**src/design/la32_pkg.sv**
```systemverilog
// ======================================================================
// la32 shared definitions: widths, opcode encodings, stage payloads
// ======================================================================
package la32_pkg;

    localparam int XLEN       = 32;
    localparam int REG_ADDR_W = 5;

    localparam logic [XLEN-1:0] RESET_PC = 32'h1c00_0000;

    typedef enum logic [2:0] {
        ALU_ADD,
        ALU_SUB,
        ALU_AND,
        ALU_OR,
        ALU_XOR,
        ALU_LUI,
        ALU_NONE
    } alu_op_e;

    // three-register format, inst[31:15]
    typedef enum logic [16:0] {
        OP17_ADD_W = 17'h00020,
        OP17_SUB_W = 17'h00022,
        OP17_AND   = 17'h00029,
        OP17_OR    = 17'h0002a,
        OP17_XOR   = 17'h0002b
    } op17_e;

    // si12 format, inst[31:22]
    typedef enum logic [9:0] {
        OP10_ADDI_W = 10'h00a
    } op10_e;

    // si20 format, inst[31:25]
    typedef enum logic [6:0] {
        OP7_LU12I_W = 7'h0a
    } op7_e;

    // offs16 branch format, inst[31:26]
    typedef enum logic [5:0] {
        OP6_BNE = 6'h17
    } op6_e;

    typedef struct packed {
        logic [XLEN-1:0] pc;
        logic [XLEN-1:0] inst;
    } if_to_id_t;

    typedef struct packed {
        logic [XLEN-1:0]       pc;
        alu_op_e               alu_op;
        logic [XLEN-1:0]       src_a;
        logic [XLEN-1:0]       src_b;
        logic [REG_ADDR_W-1:0] rd;
        logic                  rf_we;
        logic                  is_bne;
        logic [XLEN-1:0]       rj_val;
        logic [XLEN-1:0]       rd_val;
        logic [15:0]           br_offs;
    } id_to_ex_t;

    typedef struct packed {
        logic [XLEN-1:0]       pc;
        logic [REG_ADDR_W-1:0] rd;
        logic                  rf_we;
        logic [XLEN-1:0]       result;
    } ex_to_wb_t;

    typedef struct packed {
        logic                  valid;
        logic                  rf_we;
        logic [REG_ADDR_W-1:0] rd;
        logic [XLEN-1:0]       value;
    } fwd_t;

    typedef struct packed {
        logic            taken;
        logic [XLEN-1:0] target;
    } redirect_t;

    typedef struct packed {
        logic                  we;
        logic [REG_ADDR_W-1:0] waddr;
        logic [XLEN-1:0]       wdata;
    } wb_write_t;

endpackage
```
**src/design/la32_pipe_top.sv**
```systemverilog
// ======================================================================
// la32 four-stage pipe: fetch, decode, execute, write-back
// ======================================================================
`timescale 1ns/10ps

module la32_pipe_top import la32_pkg::*; #(
    parameter logic [XLEN-1:0] RESET_PC = la32_pkg::RESET_PC
) (
    input  logic                  clk,
    input  logic                  rst_n_i,
    output logic                  inst_sram_req_o,
    output logic [XLEN-1:0]       inst_sram_addr_o,
    input  logic                  inst_sram_addr_ok_i,
    input  logic                  inst_sram_data_ok_i,
    input  logic [XLEN-1:0]       inst_sram_rdata_i,
    output logic [XLEN-1:0]       debug_wb_pc_o,
    output logic [3:0]            debug_wb_rf_we_o,
    output logic [REG_ADDR_W-1:0] debug_wb_rf_wnum_o,
    output logic [XLEN-1:0]       debug_wb_rf_wdata_o
);

    logic                  if_valid;
    if_to_id_t             if_to_id;
    logic                  id_allowin;
    logic                  id_valid;
    id_to_ex_t             id_to_ex;
    logic [REG_ADDR_W-1:0] rj_addr;
    logic [REG_ADDR_W-1:0] rk_addr;
    logic [XLEN-1:0]       rj_data;
    logic [XLEN-1:0]       rk_data;
    logic                  ex_allowin;
    logic                  ex_valid;
    ex_to_wb_t             ex_to_wb;
    fwd_t                  ex_fwd;
    fwd_t                  wb_fwd;
    redirect_t             redirect;
    wb_write_t             wb_write;

    fetch_stage #(
        .RESET_PC (RESET_PC)
    ) u_fetch (
        .clk                 (clk),
        .rst_n_i             (rst_n_i),
        .inst_sram_req_o     (inst_sram_req_o),
        .inst_sram_addr_o    (inst_sram_addr_o),
        .inst_sram_addr_ok_i (inst_sram_addr_ok_i),
        .inst_sram_data_ok_i (inst_sram_data_ok_i),
        .inst_sram_rdata_i   (inst_sram_rdata_i),
        .id_allowin_i        (id_allowin),
        .redirect_i          (redirect),
        .if_valid_o          (if_valid),
        .if_to_id_o          (if_to_id)
    );

    // a taken branch also kills the instruction in decode
    decode_stage u_decode (
        .clk          (clk),
        .rst_n_i      (rst_n_i),
        .if_valid_i   (if_valid),
        .if_to_id_i   (if_to_id),
        .id_allowin_o (id_allowin),
        .ex_allowin_i (ex_allowin),
        .flush_i      (redirect.taken),
        .ex_fwd_i     (ex_fwd),
        .wb_fwd_i     (wb_fwd),
        .rj_addr_o    (rj_addr),
        .rk_addr_o    (rk_addr),
        .rj_data_i    (rj_data),
        .rk_data_i    (rk_data),
        .id_valid_o   (id_valid),
        .id_to_ex_o   (id_to_ex)
    );

    reg_file u_rf (
        .clk        (clk),
        .rst_n_i    (rst_n_i),
        .wb_write_i (wb_write),
        .rj_addr_i  (rj_addr),
        .rk_addr_i  (rk_addr),
        .rj_data_o  (rj_data),
        .rk_data_o  (rk_data)
    );

    exec_stage u_exec (
        .clk          (clk),
        .rst_n_i      (rst_n_i),
        .id_valid_i   (id_valid),
        .id_to_ex_i   (id_to_ex),
        .ex_allowin_o (ex_allowin),
        .ex_valid_o   (ex_valid),
        .ex_to_wb_o   (ex_to_wb),
        .ex_fwd_o     (ex_fwd),
        .redirect_o   (redirect)
    );

    // write-back allowin is constant high, execute does not need it
    wb_stage u_wb (
        .clk                 (clk),
        .rst_n_i             (rst_n_i),
        .ex_valid_i          (ex_valid),
        .ex_to_wb_i          (ex_to_wb),
        .wb_allowin_o        (),
        .wb_write_o          (wb_write),
        .wb_fwd_o            (wb_fwd),
        .debug_wb_pc_o       (debug_wb_pc_o),
        .debug_wb_rf_we_o    (debug_wb_rf_we_o),
        .debug_wb_rf_wnum_o  (debug_wb_rf_wnum_o),
        .debug_wb_rf_wdata_o (debug_wb_rf_wdata_o)
    );

endmodule

```
**src/design/wb_stage.sv**
```systemverilog
// ======================================================================
// write-back stage: register file update and debug trace
// ======================================================================
`timescale 1ns/10ps

module wb_stage import la32_pkg::*; (
    input  logic                  clk,
    input  logic                  rst_n_i,
    input  logic                  ex_valid_i,
    input  ex_to_wb_t             ex_to_wb_i,
    output logic                  wb_allowin_o,
    output wb_write_t             wb_write_o,
    output fwd_t                  wb_fwd_o,
    output logic [XLEN-1:0]       debug_wb_pc_o,
    output logic [3:0]            debug_wb_rf_we_o,
    output logic [REG_ADDR_W-1:0] debug_wb_rf_wnum_o,
    output logic [XLEN-1:0]       debug_wb_rf_wdata_o
);

    logic      wb_valid_q;
    ex_to_wb_t wb_q;
    logic      we;

    // last stage, nothing downstream to wait on
    assign wb_allowin_o = 1'b1;

    always_ff @(posedge clk or negedge rst_n_i) begin
        if (!rst_n_i) begin
            wb_valid_q <= 1'b0;
        end else begin
            wb_valid_q <= ex_valid_i;
        end
    end

    always_ff @(posedge clk) begin
        if (ex_valid_i) begin
            wb_q <= ex_to_wb_i;
        end
    end

    assign we         = wb_valid_q & wb_q.rf_we;
    assign wb_write_o = '{we: we, waddr: wb_q.rd, wdata: wb_q.result};
    assign wb_fwd_o   = '{valid: wb_valid_q, rf_we: wb_q.rf_we, rd: wb_q.rd, value: wb_q.result};

    // trace pc only shown with a write
    assign debug_wb_pc_o       = we ? wb_q.pc : '0;
    assign debug_wb_rf_we_o    = {4{we}};
    assign debug_wb_rf_wnum_o  = wb_q.rd;
    assign debug_wb_rf_wdata_o = wb_q.result;

endmodule

```
**src/design/exec_stage.sv**
```systemverilog
// ======================================================================
// execute stage with the ALU, bne resolution and pc redirect to fetch
// ======================================================================
`timescale 1ns/10ps

module exec_stage import la32_pkg::*; (
    input  logic      clk,
    input  logic      rst_n_i,
    input  logic      id_valid_i,
    input  id_to_ex_t id_to_ex_i,
    output logic      ex_allowin_o,
    output logic      ex_valid_o,
    output ex_to_wb_t ex_to_wb_o,
    output fwd_t      ex_fwd_o,
    output redirect_t redirect_o
);

    logic            ex_valid_q;
    id_to_ex_t       ex_q;
    logic [XLEN-1:0] result;

    // execute always drains since write-back never stalls
    assign ex_allowin_o = 1'b1;

    always_ff @(posedge clk or negedge rst_n_i) begin
        if (!rst_n_i) begin
            ex_valid_q <= 1'b0;
        end else begin
            ex_valid_q <= id_valid_i;
        end
    end

    always_ff @(posedge clk) begin
        if (id_valid_i) begin
            ex_q <= id_to_ex_i;
        end
    end

    always_comb begin
        case (ex_q.alu_op)
            ALU_ADD: result = ex_q.src_a + ex_q.src_b;
            ALU_SUB: result = ex_q.src_a - ex_q.src_b;
            ALU_AND: result = ex_q.src_a & ex_q.src_b;
            ALU_OR:  result = ex_q.src_a | ex_q.src_b;
            ALU_XOR: result = ex_q.src_a ^ ex_q.src_b;
            ALU_LUI: result = ex_q.src_b;
            default: result = '0;
        endcase
    end

    // target = pc + sext(offs16 << 2)
    assign redirect_o.taken  = ex_valid_q & ex_q.is_bne & (ex_q.rj_val != ex_q.rd_val);
    assign redirect_o.target = ex_q.pc + {{14{ex_q.br_offs[15]}}, ex_q.br_offs, 2'b00};

    assign ex_valid_o = ex_valid_q;
    assign ex_to_wb_o = '{pc: ex_q.pc, rd: ex_q.rd, rf_we: ex_q.rf_we, result: result};
    assign ex_fwd_o   = '{valid: ex_valid_q, rf_we: ex_q.rf_we, rd: ex_q.rd, value: result};

    // the flushed decode slot leaves a bubble behind a taken bne
    a_redirect_valid: assert property (
        @(posedge clk) disable iff (!rst_n_i)
        redirect_o.taken |-> ex_valid_o ##1 !ex_valid_o
    );

endmodule

```
**src/design/reg_file.sv**
```systemverilog
// ======================================================================
// register file: 32 x 32, two combinational reads, r0 hardwired to zero
// ======================================================================
`timescale 1ns/10ps

module reg_file import la32_pkg::*; (
    input  logic                  clk,
    input  logic                  rst_n_i,
    input  wb_write_t             wb_write_i,
    input  logic [REG_ADDR_W-1:0] rj_addr_i,
    input  logic [REG_ADDR_W-1:0] rk_addr_i,
    output logic [XLEN-1:0]       rj_data_o,
    output logic [XLEN-1:0]       rk_data_o
);

    // r1..r31 only
    logic [XLEN-1:0] regs_q [1:31];

    always_ff @(posedge clk) begin
        if (wb_write_i.we && wb_write_i.waddr != '0) begin
            regs_q[wb_write_i.waddr] <= wb_write_i.wdata;
        end
    end

    assign rj_data_o = (rj_addr_i == '0) ? '0 : regs_q[rj_addr_i];
    assign rk_data_o = (rk_addr_i == '0) ? '0 : regs_q[rk_addr_i];

    // decode already strips rf_we for rd == r0
    a_no_r0_write: assert property (
        @(posedge clk) disable iff (!rst_n_i)
        wb_write_i.we |-> (wb_write_i.waddr != '0)
    );

endmodule

```
**src/design/decode_stage.sv**
```systemverilog
// ======================================================================
// decode stage with instruction decode, register read and forwarding
// ======================================================================
`timescale 1ns/10ps

module decode_stage import la32_pkg::*; (
    input  logic                  clk,
    input  logic                  rst_n_i,
    input  logic                  if_valid_i,
    input  if_to_id_t             if_to_id_i,
    output logic                  id_allowin_o,
    input  logic                  ex_allowin_i,
    input  logic                  flush_i,
    input  fwd_t                  ex_fwd_i,
    input  fwd_t                  wb_fwd_i,
    output logic [REG_ADDR_W-1:0] rj_addr_o,
    output logic [REG_ADDR_W-1:0] rk_addr_o,
    input  logic [XLEN-1:0]       rj_data_i,
    input  logic [XLEN-1:0]       rk_data_i,
    output logic                  id_valid_o,
    output id_to_ex_t             id_to_ex_o
);

    logic                  id_valid_q;
    if_to_id_t             id_q;
    logic [XLEN-1:0]       inst;
    logic [REG_ADDR_W-1:0] rd;
    alu_op_e               alu_op;
    logic [XLEN-1:0]       imm;
    logic                  use_imm;
    logic                  is_bne;
    logic [XLEN-1:0]       rj_val;
    logic [XLEN-1:0]       rk_val;

    // execute has priority over write-back and write-back over the RF
    function automatic logic [XLEN-1:0] pick_src(input logic [REG_ADDR_W-1:0] addr,
                                                 input logic [XLEN-1:0] rf_val,
                                                 input fwd_t ex_fwd,
                                                 input fwd_t wb_fwd);
        if (addr == '0) begin
            return '0;
        end
        if (ex_fwd.valid && ex_fwd.rf_we && ex_fwd.rd == addr) begin
            return ex_fwd.value;
        end
        if (wb_fwd.valid && wb_fwd.rf_we && wb_fwd.rd == addr) begin
            return wb_fwd.value;
        end
        return rf_val;
    endfunction

    assign id_allowin_o = ~id_valid_q | ex_allowin_i;

    always_ff @(posedge clk or negedge rst_n_i) begin
        if (!rst_n_i) begin
            id_valid_q <= 1'b0;
        end else if (flush_i) begin
            id_valid_q <= 1'b0;
        end else if (id_allowin_o) begin
            id_valid_q <= if_valid_i;
        end
    end

    always_ff @(posedge clk) begin
        if (if_valid_i && id_allowin_o) begin
            id_q <= if_to_id_i;
        end
    end

    assign inst = id_q.inst;
    assign rd   = inst[4:0];

    always_comb begin
        alu_op  = ALU_NONE;
        imm     = '0;
        use_imm = 1'b0;
        is_bne  = 1'b0;
        case (op17_e'(inst[31:15]))
            OP17_ADD_W: alu_op = ALU_ADD;
            OP17_SUB_W: alu_op = ALU_SUB;
            OP17_AND:   alu_op = ALU_AND;
            OP17_OR:    alu_op = ALU_OR;
            OP17_XOR:   alu_op = ALU_XOR;
            default:    ;
        endcase
        if (op10_e'(inst[31:22]) == OP10_ADDI_W) begin
            alu_op  = ALU_ADD;
            imm     = {{20{inst[21]}}, inst[21:10]};
            use_imm = 1'b1;
        end
        if (op7_e'(inst[31:25]) == OP7_LU12I_W) begin
            alu_op  = ALU_LUI;
            imm     = {inst[24:5], 12'b0};
            use_imm = 1'b1;
        end
        if (op6_e'(inst[31:26]) == OP6_BNE) begin
            is_bne = 1'b1;
        end
    end

    // bne compares rj against rd
    assign rj_addr_o = inst[9:5];
    assign rk_addr_o = is_bne ? rd : inst[14:10];
    assign rj_val    = pick_src(rj_addr_o, rj_data_i, ex_fwd_i, wb_fwd_i);
    assign rk_val    = pick_src(rk_addr_o, rk_data_i, ex_fwd_i, wb_fwd_i);

    assign id_valid_o = id_valid_q & ~flush_i;
    assign id_to_ex_o = '{
        pc:      id_q.pc,
        alu_op:  alu_op,
        src_a:   rj_val,
        src_b:   use_imm ? imm : rk_val,
        rd:      rd,
        rf_we:   (alu_op != ALU_NONE) && (rd != '0),
        is_bne:  is_bne,
        rj_val:  rj_val,
        rd_val:  rk_val,
        br_offs: inst[25:10]
    };

endmodule

```
**src/design/fetch_stage.sv**
```systemverilog
// ======================================================================
// fetch stage: pc sequencing, inst SRAM req/response, branch redirect
// ======================================================================
`timescale 1ns/10ps

module fetch_stage import la32_pkg::*; #(
    parameter logic [XLEN-1:0] RESET_PC = la32_pkg::RESET_PC
) (
    input  logic            clk,
    input  logic            rst_n_i,
    output logic            inst_sram_req_o,
    output logic [XLEN-1:0] inst_sram_addr_o,
    input  logic            inst_sram_addr_ok_i,
    input  logic            inst_sram_data_ok_i,
    input  logic [XLEN-1:0] inst_sram_rdata_i,
    input  logic            id_allowin_i,
    input  redirect_t       redirect_i,
    output logic            if_valid_o,
    output if_to_id_t       if_to_id_o
);

    logic [XLEN-1:0] pc_q;
    logic [XLEN-1:0] inflight_pc_q;
    logic [XLEN-1:0] redir_tgt_q;
    logic            pending_q;
    logic            discard_q;
    logic            redir_pend_q;
    logic            buf_valid_q;
    if_to_id_t       buf_q;
    logic            accept;
    logic            resp_ok;
    logic            buf_free;

    // buffer drains this cycle or is already empty
    assign buf_free = ~buf_valid_q | id_allowin_i;

    // one request in flight, the next may go out with data_ok
    assign inst_sram_req_o  = (~pending_q | inst_sram_data_ok_i) & buf_free;
    assign inst_sram_addr_o = pc_q;
    assign accept           = inst_sram_req_o & inst_sram_addr_ok_i;
    assign resp_ok          = inst_sram_data_ok_i & ~discard_q & ~redirect_i.taken;

    always_ff @(posedge clk or negedge rst_n_i) begin
        if (!rst_n_i) begin
            pc_q         <= RESET_PC;
            pending_q    <= 1'b0;
            discard_q    <= 1'b0;
            redir_pend_q <= 1'b0;
            buf_valid_q  <= 1'b0;
        end else begin
            if (accept) begin
                // an accepted request still belongs to the old path
                discard_q <= redirect_i.taken | redir_pend_q;
                pc_q      <= redirect_i.taken ? redirect_i.target :
                             redir_pend_q     ? redir_tgt_q       : pc_q + 32'd4;
            end else if (redirect_i.taken) begin
                if (!inst_sram_req_o) begin
                    pc_q <= redirect_i.target;
                end
                if (pending_q && !inst_sram_data_ok_i) begin
                    discard_q <= 1'b1;
                end
            end else if (inst_sram_data_ok_i) begin
                discard_q <= 1'b0;
            end

            // address must hold while a request waits for addr_ok
            if (accept) begin
                redir_pend_q <= 1'b0;
            end else if (redirect_i.taken && inst_sram_req_o) begin
                redir_pend_q <= 1'b1;
            end

            if (accept) begin
                pending_q <= 1'b1;
            end else if (inst_sram_data_ok_i) begin
                pending_q <= 1'b0;
            end

            if (redirect_i.taken) begin
                buf_valid_q <= 1'b0;
            end else if (resp_ok) begin
                buf_valid_q <= 1'b1;
            end else if (id_allowin_i) begin
                buf_valid_q <= 1'b0;
            end
        end
    end

    always_ff @(posedge clk) begin
        if (accept) begin
            inflight_pc_q <= pc_q;
        end
        if (redirect_i.taken && inst_sram_req_o && !accept) begin
            redir_tgt_q <= redirect_i.target;
        end
        if (resp_ok) begin
            buf_q <= '{pc: inflight_pc_q, inst: inst_sram_rdata_i};
        end
    end

    assign if_valid_o = buf_valid_q;
    assign if_to_id_o = buf_q;

    a_no_orphan_data_ok: assert property (
        @(posedge clk) disable iff (!rst_n_i)
        inst_sram_data_ok_i |-> pending_q
    );

endmodule

```
**config.mk**
```make
export PLATFORM = sky130hd
export DESIGN_NAME = la32_pipe_top
export DESIGN_NICKNAME = d
export VERILOG_FILES = /design/src/design/la32_pkg.sv /design/src/design/la32_pipe_top.sv /design/src/design/wb_stage.sv /design/src/design/exec_stage.sv /design/src/design/reg_file.sv /design/src/design/decode_stage.sv /design/src/design/fetch_stage.sv
export SDC_FILE = /design/constraint.sdc
export NUM_CORES = 2
export LEC_CHECK = 0
export BUFFER_PORTS_ARGS = -buffer_cell sky130_fd_sc_hd__buf_2
export CORE_ASPECT_RATIO = 1.1
export CORE_MARGIN = 5
export CORE_UTILIZATION = 45
export CTS_CLUSTER_SIZE = 8
export DETAILED_ROUTE_END_ITERATION = 8
export HOLD_SLACK_MARGIN = 0.05
export PLACE_DENSITY_LB_ADDON = 0.2
export REMOVE_ABC_BUFFERS = 1
export SYNTH_ARGS = -nofsm -noshare
export SYNTH_HDL_FRONTEND = slang
export SYNTH_SLANG_ARGS = --single-unit
```
**constraint.sdc**
```tcl
create_clock -name clk -period 13.1 [get_ports clk]
set_clock_uncertainty 0.05 [all_clocks]
set_input_delay 1.31 -clock clk [delete_from_list [all_inputs] [get_ports clk]]
set_output_delay 1.31 -clock clk [all_outputs]
set_load 0.005 [all_outputs]
```
==> results.py <==
metrics = {
    "synth": {
        "ys_seq_elements": 1452,
        "async_reset_ff_share_pct": 2.69,
        "synth_edf_count": 1408,
        "ys.flop_type": "edfxtp_1",
        "avgSynthCellArea_um2": 13.3,
        "synthesis.instances": 5347,
        "synth.distinct_cells": 89,
        "yosys_warnings": 0,
        "yosysSeqAreaShare_pct": 61.1,
        "syn_area_um2": 70900,
    },
    "cts": {
        "clockBufferDepth": 3,
        "cts_made_buffers": 199,
        "clock-root-buffer": "clkbuf_16",
        "path_clk_slew_ns": 0.05,
        "clock_latency_ns": 0.86,
        "clock_sinks": 1452,
        "htreeDepth": 4,
        "cts_tree": "done",
        "cts_setup_buffers": 0,
        "post_cts_resized": 0,
        "hold_buffers": 0,
    },
    "setup_path": {
        "cp_top_family": "simple AND/OR/NAND/NOR gates",
        "start_kind": "flip-flop",
        "cp-startpoint": "u_exec.ex_q[87]",
        "crit_path_end_kind": "flip-flop",
        "worstPathArrival_ns": 6.46,
        "rr_startpoint": "u_exec.ex_q[87]",
        "crit_path_end": "u_exec.ex_q[79]",
        "cp_slowest_cell": "or4_1",
        "reg2reg_slack_ns": 7.13,
        "reg2regPathDepth": 18,
        "cpPeakStageDelay_ns": 0.56,
        "cp_cell_sequence": "inv_1 -> ha_1 -> or3b_1 -> or3_1 -> nand2b_1 -> or4_1 -> nor4_4 -> nor2_1 -> xnor2_1 -> ha_1 -> nand4_1 -> nor4_1 -> o211ai_1 -> a31oi_1 -> o221ai_1 -> xnor2_1 -> a21oi_1 -> o22ai_1",
        "cp.depth": 18,
        "crit_type": "reg2reg",
        "worstPathRequired_ns": 13.58,
        "rr_endpoint": "u_exec.ex_q[79]",
        "cp_num_buf_inv": 1,
        "crit_fanout": 9,
    },
    "layout": {
        "nFillCells": 13287,
        "multi_input_area_um2": 25900,
        "finalNetCount": 5618,
        "final_area_um2": 79700,
        "area_growth_pct": 12.4,
        "final_cells": 7599,
        "drive_gt1_share_pct": 17.4,
        "regArea_um2": 43400,
    },
    "sta": {
        "setup-tns-final_ns": 0,
        "maxSlewHeadroom_pct": 11.4,
        "worst_slew_pin_slew_ns": 1.33,
        "maxSlewViolCount": 0,
        "setup_viol": 0,
        "finalHoldViolations": 0,
        "rsz0062_at_grt": "false",
        "max_freq_mhz": 167,
        "setup_slack_ns": 7.13,
        "period_share_pct": 45.6,
        "min_period_ns": 5.97,
    },
    "floorplanning": {
        "dieWidth_um": 389,
        "row_count": 152,
        "die_h_um": 426,
        "start_util_pct": 45.4,
        "io_pins": 142,
        "core_um2": 156000,
        "die_area_um2": 166000,
    },
    "drt": {
        "drt-initial-drc-count": 7294,
        "drc": 0,
        "antenna_left": 0,
        "wl_mm": 252,
        "vias": 49946,
        "viasPerCell": 6.57,
        "wl_per_cell_um": 33.1,
        "drt_pass1_iterations": 8,
    },
    "placed_design": {
        "routabilityCongestion": 1.00,
        "dp.cells": 7332,
        "port_buffers": 141,
        "dpl_cell_area_um2": 74200,
        "dp_hpwl_mm": 150,
        "post-place-ws_ns": 7.24,
    },
    "flow_run": {
        "cap_viol_max_count": 0,
    },
    "status": {
        "outcome": "finished, final reports clean",
    },
    "global_route": {
        "overflow": 0,
        "grt_pass1_vias": 48583,
        "grt_max_degree": 135,
        "grt_usage_pct": 29.8,
        "antenna_found_initial": 18,
        "grt_pass1_wl_mm": 356,
    },
    "min_path": {
        "hold_path.class": "reg2reg",
    },
    "power": {
        "power_density_nw_per_um2": 158,
        "p_total_w": 0.0126,
        "vdd_ir_drop_max_mv": 0.113,
        "p_leak_nw": 27.5,
    },
}
==> power by group <==
part / leakage [nW] / internal (W) / switching (W) / total (W)
Sequential: 13.3 / 0.00542 / 0.000276 / 0.00569
Clock: 2.64 / 0.00273 / 0.00196 / 0.00469
Combinational: 11.6 / 0.000847 / 0.00138 / 0.00222
Total: 27.5 / 0.00900 / 0.00361 / 0.0126
==> synth_stat cells, types with 29 or more instances <==
library cell / n / area share [%]
a211oi_1: 45 / 0.48
a21o_1: 32 / 0.34
a21oi_1: 249 / 1.8
a311oi_1: 52 / 0.64
a31oi_1: 88 / 0.78
a32oi_1: 29 / 0.36
and3_1: 82 / 0.72
buf_1: 68 / 0.36
buf_2: 95 / 0.67
buf_4: 45 / 0.48
clkbuf_1: 183 / 0.97
dfrtp_1: 36 / 1.3
edfxtp_1: 1408 / 60
ha_1: 126 / 2.2
inv_1: 99 / 0.52
mux2i_1: 139 / 2.0
mux4_2: 314 / 10
nand2_1: 873 / 4.6
nand3_1: 276 / 1.9
nand4_1: 30 / 0.26
nor2_1: 278 / 1.5
nor4_1: 32 / 0.28
o211ai_1: 48 / 0.51
o21ai_0: 135 / 0.95
o22ai_1: 70 / 0.62
xnor2_1: 85 / 1.0
xor2_1: 68 / 0.84
==> cells by family after synthesis <==
group | Yosys count | synth area share, %
xor gates and xnor gates | 154 | 1.91
muxes | 477 | 12.3
adders and majority gates | 128 | 2.28
buffers and inverters | 493 | 3.03
and+or+nand+nor | 1699 | 10.5
DFF | 1452 | 61.1
AOI/OAI and AO/OA | 944 | 8.81
==> cell usage in the layout, fill, tap and decap left out, types with 20 or more instances in the layout <==
| cell type | Yosys | final |
|---|---|---|
| a211oi_1 | 45 | 45 |
| a21o_1 | 32 | 32 |
| a21oi_1 | 249 | 246 |
| a221oi_1 | 25 | 25 |
| a311oi_1 | 52 | 52 |
| a31oi_1 | 88 | 85 |
| a32o_1 | 20 | 20 |
| a32oi_1 | 29 | 29 |
| and2_1 | 26 | 21 |
| and3_1 | 82 | 82 |
| buf_2 | 95 | 141 |
| buf_4 | 45 | 152 |
| clkbuf_1 | 183 | 43 |
| clkbuf_16 | 0 | 200 |
| dfrtp_1 | 36 | 33 |
| edfxtp_1 | 1408 | 1408 |
| ha_1 | 126 | 126 |
| inv_1 | 99 | 99 |
| mux2_2 | 22 | 22 |
| mux2i_1 | 139 | 139 |
| mux4_2 | 314 | 314 |
| nand2_1 | 873 | 869 |
| nand3_1 | 276 | 275 |
| nand4_1 | 30 | 30 |
| nor2_1 | 278 | 243 |
| nor2_4 | 0 | 32 |
| nor3_1 | 28 | 25 |
| nor4_1 | 32 | 30 |
| o211ai_1 | 48 | 48 |
| o21ai_0 | 135 | 135 |
| o22ai_1 | 70 | 70 |
| xnor2_1 | 85 | 85 |
| xor2_1 | 68 | 68 |
==> layer usage <==
layer / wire length, um / GRT usage [%] / vias up
met4: 13300 / 14.4 / 0
met3: 26200 / 6.14 / 643
met2: 116000 / 46.6 / 3181
li1: - / - / 20782
met1: 95900 / 40.1 / 25340
met5: 0 / 0 / -
==> state kept, by name, summed over array words and instances (netlist names), named ones only <==
register	cells
u_fetch.pending_q	1
u_wb.wb_valid_q	1
u_exec.ex_valid_o	1
u_decode.inst	32
u_rf.regs_q	992
u_wb.debug_wb_rf_wdata_o	32
u_wb.wb_q	32
u_fetch.discard_q	1
u_decode.id_valid_q	1
u_exec.ex_fwd_o	6
u_fetch.inflight_pc_q	32
u_fetch.redir_tgt_q	32
u_fetch.redir_pend_q	1
u_exec.ex_q	116
u_fetch.if_to_id_o	64
u_fetch.if_valid_o	1
u_wb.wb_fwd_o	1
u_decode.id_to_ex_o	32
u_exec.ex_to_wb_o	32
u_fetch.inst_sram_addr_o	32
u_wb.debug_wb_rf_wnum_o	5
==> area by class of cell <==
type / count / area share (%)
inverters: 101 / 0.479
repair buffers: 298 / 2.44
clock inverters: 14 / 0.380
flip-flops and latches: 1452 / 54.4
multi-input cells: 3402 / 32.5
diodes: 10 / 0.0314
well taps: 2079 / 3.26
clock buffers: 243 / 6.48
==> how the worst min path moves through the flow <==
stage	cells past startpoint	slack (ns)	to	from
2_1_floorplan	0	0.35	u_decode.id_to_ex_o[154]	u_fetch.if_to_id_o[32]
3_3_place_gp	0	0.35	u_fetch.if_to_id_o[41]	u_fetch.inflight_pc_q[9]
3_5_place_dp	0	0.35	u_decode.id_to_ex_o[156]	u_fetch.if_to_id_o[34]
4_1_cts	0	0.33	u_exec.ex_to_wb_o[45]	u_decode.id_to_ex_o[161]
5_1_grt	0	0.34	u_decode.id_to_ex_o[167]	u_fetch.if_to_id_o[45]
6_report	0	0.33	u_exec.ex_to_wb_o[45]	u_decode.id_to_ex_o[161]
==> metrics by stage <==
stage                     utilization, %  hold slack [ns]
after global placement              47.5            0.350
after global routing                51.0            0.342
after detailed placement            47.5            0.355
after floorplan                        -            0.350
final                               51.0            0.326
after CTS                           51.0            0.333
Power figures use the tool's default switching activity.
